===== src/verilog/nlp_coeffs.svh =====
`ifndef NLP_COEFFS_SVH
`define NLP_COEFFS_SVH

// --------------------
// low-pass FIR
// --------------------

// symmetric 48-tap low-pass in Q16
// index 0 weights the oldest sample in the delay line
localparam acc_t fir_coeff [FIR_TAPS] = '{
	-71, -72, -61, -28,
	36, 131, 243, 337,
	367, 282, 53, -316,
	-767, -1193, -1446, -1371,
	-839, 211, 1749, 3639,
	5656, 7524, 8962, 9744,
	9744, 8962, 7524, 5656,
	3639, 1749, 211, -839,
	-1371, -1446, -1193, -767,
	-316, 53, 282, 367,
	337, 243, 131, 36,
	-28, -61, -72, -71
};

// --------------------
// analysis window
// --------------------

// hanning window over the 64 decimated samples, Q16
// 0.5 - 0.5*cos(2*pi*i/63)
localparam acc_t win_coeff [WIN_LEN] = '{
	0, 163, 650, 1456,
	2573, 3990, 5694, 7666,
	9888, 12337, 14990, 17819,
	20796, 23893, 27078, 30319,
	33585, 36842, 40060, 43204,
	46245, 49152, 51896, 54450,
	56789, 58888, 60729, 62291,
	63560, 64523, 65170, 65495,
	// second half mirrors the first
	65495, 65170, 64523, 63560,
	62291, 60729, 58888, 56789,
	54450, 51896, 49152, 46245,
	43204, 40060, 36842, 33585,
	30319, 27078, 23893, 20796,
	17819, 14990, 12337, 9888,
	7666, 5694, 3990, 2573,
	1456, 650, 163, 0
};

`endif


===== src/verilog/nlp_pkg.sv =====
package nlp_pkg;

	// --------------------
	// fixed point format
	// --------------------

	// fraction bits, also the shift after every product
	localparam int Q_FRAC = 16;

	// filter and window sizes, tied to the tables below
	localparam int FIR_TAPS = 48;
	localparam int WIN_LEN = 64;

	// --------------------
	// data types
	// --------------------

	// input speech sample, 16 integer and 16 fraction bits
	typedef logic signed [31:0] sample_t;

	// wide working word, large enough for a full-scale square
	typedef logic signed [47:0] acc_t;

	// position inside the analysis window
	typedef logic [$clog2(WIN_LEN)-1:0] win_idx_t;

	// windowed output with its window position
	typedef struct packed {
		acc_t     value;
		win_idx_t index;
	} win_sample_t;

	// --------------------
	// constants
	// --------------------

	// 1.0, the bias after the notch
	localparam acc_t Q_ONE = acc_t'(1) << Q_FRAC;

	// notch pole 0.95, unsigned fraction
	localparam logic [15:0] NOTCH_POLE = 16'hF333;

	// coefficient tables
	`include "nlp_coeffs.svh"

	// --------------------
	// arithmetic
	// --------------------

	// Q16 product, full width then arithmetic shift and wrap to acc_t
	function automatic acc_t q_mult(input acc_t a, input acc_t b);
		logic signed [2*$bits(acc_t)-1:0] prod;
		prod = a * b;
		return acc_t'(prod >>> Q_FRAC);
	endfunction

endpackage


===== src/verilog/decimate_window.sv =====
`timescale 1ns/100ps

module decimate_window
	import nlp_pkg::*;
#(
	parameter int DEC_FACTOR = 5
)
(
	input  logic        clk,
	input  logic        rst,
	input  logic        fir_req,
	output logic        fir_ack,
	input  acc_t        fir_data,
	output logic        out_req,
	input  logic        out_ack,
	output win_sample_t out_data
);

	localparam int PH_W = (DEC_FACTOR > 1) ? $clog2(DEC_FACTOR) : 1;
	localparam logic [PH_W-1:0] LAST_PH = PH_W'(DEC_FACTOR - 1);
	localparam win_idx_t LAST_IDX = win_idx_t'(WIN_LEN - 1);

	logic [PH_W-1:0] phase;
	win_idx_t        win_idx;
	acc_t            y_q;
	logic            take;
	logic            keep;
	logic            pend;
	logic            busy;
	logic            ack_wait;

	// a pending output stalls every FIR result, kept or not
	assign take = fir_req && !fir_ack && !busy;
	assign keep = (phase == '0);

	// --------------------
	// counters and handshakes
	// --------------------
	always_ff @(posedge clk or negedge rst)
	begin
		if (!rst)
		begin
			fir_ack <= 1'b0;
			phase <= '0;
			win_idx <= '0;
			pend <= 1'b0;
			busy <= 1'b0;
			out_req <= 1'b0;
			ack_wait <= 1'b0;
		end
		else
		begin
			pend <= take && keep;

			if (take)
			begin
				fir_ack <= 1'b1;
				phase <= (phase == LAST_PH) ? '0 : phase + 1'b1;
				if (keep)
					busy <= 1'b1;
			end
			else if (fir_ack && !fir_req)
				fir_ack <= 1'b0;

			// window position advances once per kept output
			if (pend)
			begin
				out_req <= 1'b1;
				win_idx <= (win_idx == LAST_IDX) ? '0 : win_idx + 1'b1;
			end
			else if (out_req && out_ack)
			begin
				out_req <= 1'b0;
				ack_wait <= 1'b1;
			end
			else if (ack_wait && !out_ack)
			begin
				ack_wait <= 1'b0;
				busy <= 1'b0;
			end
		end
	end

	// --------------------
	// window multiply
	// --------------------
	always_ff @(posedge clk)
	begin
		if (take && keep)
			y_q <= fir_data;
		if (pend)
		begin
			out_data.value <= q_mult(win_coeff[win_idx], y_q);
			out_data.index <= win_idx;
		end
	end

	a_phase_range: assert property (@(posedge clk) disable iff (!rst)
		int'(phase) < DEC_FACTOR);

endmodule


===== config.mk =====
export PLATFORM = sky130hd
export DESIGN_NAME = decimate_window
export DESIGN_NICKNAME = d
export VERILOG_FILES = /design/src/verilog/nlp_pkg.sv /design/src/verilog/decimate_window.sv
export VERILOG_INCLUDE_DIRS = /design/src /design/src/verilog
export SDC_FILE = /design/constraint.sdc
export NUM_CORES = 2
export LEC_CHECK = 0
export BUFFER_PORTS_ARGS = -buffer_cell sky130_fd_sc_hd__buf_2
export CORE_MARGIN = 2
export CORE_UTILIZATION = 25
export CTS_BUF_LIST = sky130_fd_sc_hd__clkbuf_4
export DETAILED_ROUTE_END_ITERATION = 8
export GPL_TIMING_DRIVEN = 0
export HOLD_SLACK_MARGIN = 0.06
export PLACE_DENSITY_LB_ADDON = 0.08
export SLEW_MARGIN = 20
export SYNTH_ARGS = -nofsm -noshare
export SYNTH_HDL_FRONTEND = slang
export SYNTH_SLANG_ARGS = --single-unit

===== constraint.sdc =====
create_clock -name clk -period 9.7 [get_ports clk]
set_input_delay 1.94 -clock clk [delete_from_list [all_inputs] [get_ports clk]]
set_output_delay 1.94 -clock clk [all_outputs]
set_load 0.02 [all_outputs]

# Yosys cells after proc, flatten, opt, wreduce, memory -nomap -nowiden
# Memory sizes are Yosys's and may differ from the RTL's.
# Cells that the tools add are included.
[word_totals] reg_bits=116 rom_bits=3072 inputBits=52 out_inout_bits=56 elab_cells=49 n_memories=1
[op_classes] n_addsub=2 n_mul=1 magnitude_cmp=1 n_eq_ne=2 muxes=15 n_bitwise=2 n_reduce_logical=15
[mem_list] name="(no name shown)" words=64 width=48 rd=1 rd_clocked_by_memory_dff=0 wr=0 line="decimate_window.sv:93" source="out_data.value <= q_mult(win_coeff[win_idx], y_q);"
[ops] operator="$mux W48" count=2
[ops] operator="$mul A48 B48 Y64" count=1
[ops] operator="$mux W1" count=11
[ops] operator="$ge A7 B7 Y1 const B" count=1
[ops] operator="$not A6 Y7" count=1
[ops] operator="$add A6 B1 Y6 const B" count=1
[ops] operator="$eq A6 B6 Y1 const B" count=1
[ops] operator="$logic_and A1 B1 Y1" count=6
[ops] operator="$mux W6" count=1
[ops] operator="$reduce_bool A2 Y1" count=3
[ops] operator="$logic_not A1 Y1" count=4
[ops] operator="$add A3 B1 Y3 const B" count=1
[ops] operator="$eq A3 B3 Y1 const B" count=1
[ops] operator="$logic_not A3 Y1" count=1
[ops] operator="$mux W3" count=1
[ops] operator="$reduce_and A2 Y1" count=1
[ops] operator="$not A1 Y1" count=1

# Depth between registers and ports, before layout
[depth] word_depth=7 ltp_mapped=42

# Worst setup path before layout
# OpenSTA, ideal clock, no wires.
[synth_timing] path_kind="reg-to-reg" startpoint="register win_idx[2]" endpoint="register out_data[50] (netlist name) (data pin)" setup_time_ns=0.138 arrival_ns=9.305 setup_slack_ns=0.257 path_stages_with_launch=37 synth_period_minus_slack_ns=9.443 cell_sequence="dfrtp_1 > buf_6 > buf_6 > clkbuf_1 > clkbuf_1 > clkbuf_1 > o21ai_0 > a31o_2 > o21ai_0 > clkbuf_1 > clkbuf_1 > nand2_1 > fa_1 > inv_1 > fa_1 > fa_1 > inv_1 > fa_1 > inv_1 > fa_1 > inv_1 > fa_1 > inv_1 > fa_1 > fa_1 > ha_1 > ha_1 > buf_2 > and4_1 > nand3_1 > or3_1 > a211o_1 > a31o_1 > a211oi_2 > nor3_2 > or4b_1 > nand4_1"
[synth_between] elab_chain_len=5
[synth_lines] element="from (decl)" line="decimate_window.sv:24" source="win_idx_t win_idx;"
[synth_lines] element="from (signal assigned)" line="decimate_window.sv:69" source="win_idx <= (win_idx == LAST_IDX) ? '0 : win_idx + 1'b1;"
[synth_lines] element="$not A6 Y7 (implied by the code)" line="decimate_window.sv:93"
[synth_lines] element="$mem_v2 Z64 W48"
[synth_lines] element="$mux W48 (implied by the code) (2 in a row)" line="decimate_window.sv:93"
[synth_lines] element="$mul A48 B48 Y64" line="nlp_pkg.sv:53" source="prod = a * b;"
[synth_lines] element="to (decl)" line="decimate_window.sv:16" source="output win_sample_t out_data"
# No other way between the ends. The select of a mux whose other input is x is not followed.
# A chain may end at the register's enable or synchronous reset.

# Worst setup path in the final report
# Ends and elaborated chain as after synthesis.

==> metrics.txt <==
# TYPE chip_impl_metric gauge
chip_impl_metric{name="rrSetupSlack",unit="ps"} -30
chip_impl_metric{name="cp_depth",unit=""} 33
chip_impl_metric{name="cts_max_path_buffers",unit=""} 2
chip_impl_metric{name="wl",unit="mm"} 129
chip_impl_metric{name="dieHeight",unit="um"} 367
chip_impl_metric{name="synthesis.area",unit="sq um"} 33000
chip_impl_metric{name="core.rowCount",unit=""} 133
chip_impl_metric{name="grt_pass1_wl",unit="mm"} 191
chip_impl_metric{name="place.port_buffers",unit=""} 107
chip_impl_info{name="hp-class",value="reg2reg"} 1
chip_impl_info{name="synth_area_leader_cell",value="fa_1"} 1
chip_impl_metric{name="synth-async-reset-ratio",unit=""} 0.121
chip_impl_info{name="setup.worst_path.start_class",value="register"} 1
chip_impl_metric{name="syn_area_per_cell",unit="sq um"} 9.25
chip_impl_metric{name="post_synthesis_net_count",unit=""} 4685
chip_impl_info{name="run_status",value="complete, but fails checks"} 1
chip_impl_metric{name="clk_transition_reported_paths",unit="ps"} 150
chip_impl_metric{name="worst_path_largest_cell_delay",unit="ps"} 570
chip_impl_info{name="dominantRegCellSynth",value="edfxtp_1"} 1
chip_impl_metric{name="synthDominantCellAreaShare",unit=""} 0.388
chip_impl_metric{name="overflow",unit=""} 0
chip_impl_info{name="reg2reg_from",value="win_idx[2]$_DFFE_PN0P_"} 1
chip_impl_metric{name="dr_total_vias",unit=""} 24789
chip_impl_info{name="critPathKind",value="reg2reg"} 1
chip_impl_info{name="critPathMostFrequentCell",value="fa_1"} 1
chip_impl_metric{name="dpl_worst_slack",unit="ps"} -4180
chip_impl_metric{name="avgRoutedWirePerCell",unit="um"} 23.2
chip_impl_info{name="post_synth_main_area_contributors",value="fa_1 (39%), ha_1 (16%), edfxtp_1 (9.3%)"} 1
chip_impl_metric{name="synth_enable_flop_cells",unit=""} 102
chip_impl_metric{name="h-tree-depth",unit=""} 4
chip_impl_metric{name="min_path_cells",unit=""} 1
chip_impl_metric{name="slew_viol_final",unit=""} 0
chip_impl_metric{name="final_layout_size_suffix_gt1_frac",unit=""} 0.143
chip_impl_metric{name="insertion_delay",unit="ps"} 860
chip_impl_metric{name="drv_cap",unit=""} 0
chip_impl_metric{name="initial_core_util",unit=""} 0.252
chip_impl_metric{name="fin_util",unit=""} 0.298
chip_impl_metric{name="skew",unit="ps"} 43.7
chip_impl_metric{name="setup-violations-final",unit=""} 1
chip_impl_metric{name="die_area",unit="sq um"} 135000
chip_impl_metric{name="hold_viol",unit=""} 0
chip_impl_metric{name="postLayoutSetupSlackWorst",unit="ps"} -30.3
chip_impl_metric{name="critPathBufInv",unit=""} 9
chip_impl_metric{name="fin_worst_hold_slack",unit="ps"} 477
chip_impl_info{name="root_buffer_master",value="clkbuf_4"} 1
chip_impl_info{name="rr_endpoint",value="out_data[50]$_DFFE_PP_"} 1
chip_impl_metric{name="worst_ep_arrival_time",unit="ps"} 10410
chip_impl_info{name="timing.critical_path.max_delay_family",value="adder cells"} 1
chip_impl_metric{name="area_growth",unit="%"} 18.6
chip_impl_metric{name="grt.total_usage",unit=""} 0.197
chip_impl_metric{name="chipWidth",unit="um"} 367
chip_impl_metric{name="cts_hold_buf",unit=""} 0
chip_impl_metric{name="maximum_number_of_pins_on_one_net_before_global_route_repair",unit=""} 37
chip_impl_metric{name="fillers",unit=""} 14090
chip_impl_metric{name="place.gp.congestion",unit=""} 0.887
chip_impl_metric{name="synth_cell_types",unit=""} 75
chip_impl_metric{name="detail_route.drc_violations",unit=""} 0
chip_impl_metric{name="cts_inserted_buffers",unit=""} 17
chip_impl_metric{name="dp_hpwl",unit="mm"} 105
chip_impl_metric{name="yosys_warnings",unit=""} 0
chip_impl_info{name="worst_setup_path_startpoint",value="win_idx[2]$_DFFE_PN0P_"} 1
chip_impl_metric{name="tightestPinTransition",unit="ps"} 1090
chip_impl_metric{name="final.min_clock_period",unit="ps"} 9730
chip_impl_info{name="endpoint_kind",value="register"} 1
chip_impl_metric{name="grt_pass1_vias",unit=""} 27297
chip_impl_metric{name="r2r_cells",unit=""} 33
chip_impl_metric{name="detail-route-antenna-nets",unit=""} 0
chip_impl_metric{name="tritoncts_num_sinks",unit=""} 116
chip_impl_metric{name="path_max_fanout",unit=""} 7
chip_impl_metric{name="drt_iter0_markers",unit=""} 1335
chip_impl_metric{name="max-slew-margin-rel",unit=""} 0.275
chip_impl_metric{name="drt_pass1_iterations",unit=""} 5
chip_impl_metric{name="netlist_instances",unit=""} 3570
chip_impl_metric{name="seq_area_frac_synth",unit=""} 0.103
chip_impl_info{name="rsz0062_at_grt",value="true"} 1
chip_impl_metric{name="required",unit="ps"} 10380
chip_impl_metric{name="placeableCoreArea",unit="sq um"} 131000
chip_impl_metric{name="nets",unit=""} 4911
chip_impl_metric{name="viasPerCell",unit=""} 4.44
chip_impl_metric{name="max_freq",unit="MHz"} 103
chip_impl_info{name="tritoncts",value="done"} 1
chip_impl_info{name="critical-path-slowest-cell",value="mux4_2"} 1
chip_impl_metric{name="antenna_found_initial",unit=""} 11
chip_impl_info{name="cp-endpoint",value="out_data[50]$_DFFE_PP_"} 1
chip_impl_info{name="violations_in_the_final_reports",value="setup timing"} 1
chip_impl_metric{name="pin_count",unit=""} 108
chip_impl_metric{name="timing.final.crit_share",unit=""} 1.00
chip_impl_metric{name="synth_seq_cells",unit=""} 116
## metal layers
| layer | up-vias | wire [um] | global-route usage |
|---|---|---|---|
| li1 | 11383 | - | - |
| met1 | 12794 | 62800 | 0.281 |
| met2 | 517 | 58300 | 0.316 |
| met3 | 95 | 5210 | 0.0243 |
| met4 | 0 | 3010 | 0.0470 |
| met5 | - | 0 | 0 |
## Yosys cell counts (all sizes together), types with 4 or more instances
library cell and instances:
a21boi 5, nor3b 8, o21bai 10, and3 15, xor2 23, nor2b 8, nand2b 18, o211ai 14
or2 7, xnor2 32, a31oi 14, dfrtp 14, clkbuf 161, a211oi 11, fa 640, or3 4
nand3b 7, nand4 20, buf 14, nand2 441, o31ai 5, a21o 35, nand3 26, a21oi 89
a211o 5, and2 382, nor2 70, nor4 4, nor3 15, o21ai 69, inv 813, ha 423
edfxtp 102, o21a 8, and4 4
## placed cells by master (no fill, tap or decap), types with 18 or more instances in the layout
cell | netlist | layout
and2_1 | 382 | 381
xnor2_1 | 32 | 31
o21ai_0 | 66 | 50
clkbuf_4 | 0 | 41
xor2_1 | 23 | 20
buf_2 | 5 | 107
buf_4 | 1 | 101
ha_4 | 0 | 23
nor2_1 | 70 | 59
nand3_1 | 26 | 20
a21o_1 | 35 | 35
a21oi_1 | 89 | 73
fa_2 | 0 | 18
ha_1 | 423 | 386
clkbuf_8 | 0 | 25
edfxtp_1 | 102 | 102
nand2_1 | 441 | 430
nand4_1 | 20 | 20
fa_1 | 640 | 622
clkbuf_1 | 161 | 57
clkbuf_16 | 0 | 23
inv_1 | 813 | 805
## through the flow
step	instances	setup TNS, ps	instance area, sq um
6_report	5579	-30.3	39200
5_1_grt	5572	-2880	39200
4_1_cts	5541	-36.7	38500
3_5_place_dp	5437	-117790	35900
3_3_place_gp	5432	-133710	35800
2_1_floorplan	3570	0	33000
## what timing repair did
action	in CTS	in global routing
buffers inserted	84	27
gates cloned	1	0
gates resized for setup	413	107
hold endpoints to repair	0	0
pin swaps	57	54
endpoints found under the setup margin	48	24
## worst reg2reg max path, delay by kind of cell, from the launching register on
family,cells,cell delay [ps]
adder cells (fa/ha/maj),10,4610
AND/OR/NAND/NOR,9,1860
buffers and inverters,9,1070
AO/OA/AOI/OAI,4,1050
multiplexers,1,570
flip-flops,1,400
## area by class of cell
cell class                      instances  area, sq um  share of cell area
Multi-Input combinational cell       2465        27000               0.689
Sequential cell                       116         3420              0.0873
Inverter                              814         3070              0.0783
Tap cell                             1755         2200              0.0560
Buffer                                159         1600              0.0409
Timing Repair Buffer                  223         1550              0.0395
Clock inverter                         15          171             0.00437
Clock buffer                           17          128             0.00326
Antenna cell                           15         37.5            0.000958
## cells by family after synthesis
kind of cell / share of synthesized area
muxes: 0.00295
buffers and inverters: 0.113
adders and majority gates: 0.548
AOI/OAI and AO/OA: 0.0594
and+or+nand+nor: 0.158
xor gates and xnor gates: 0.0146
DFF: 0.103
## registers in the layout, summed over array words and instances, names as in the netlist
register  count
ack_wait      1
out_data     54
phase         3
pend          1
out_req       1
busy          1
win_idx       6
fir_ack       1
y_q          48
## worst min-delay path by stage
| stage | from | end | slack [ps] |
|---|---|---|---|
| 6_report | ack_wait$_DFFE_PN0P_ | busy$_DFF_PN0_ | 480 |
| 5_1_grt | ack_wait$_DFFE_PN0P_ | busy$_DFF_PN0_ | 530 |
| 4_1_cts | ack_wait$_DFFE_PN0P_ | busy$_DFF_PN0_ | 500 |
| 3_5_place_dp | ack_wait$_DFFE_PN0P_ | busy$_DFF_PN0_ | 450 |
| 3_3_place_gp | ack_wait$_DFFE_PN0P_ | busy$_DFF_PN0_ | 450 |
| 2_1_floorplan | ack_wait$_DFFE_PN0P_ | busy$_DFF_PN0_ | 420 |
Power is not shown: default switching activity piles up to over one toggle a cycle in this logic, so the estimate is an artifact.
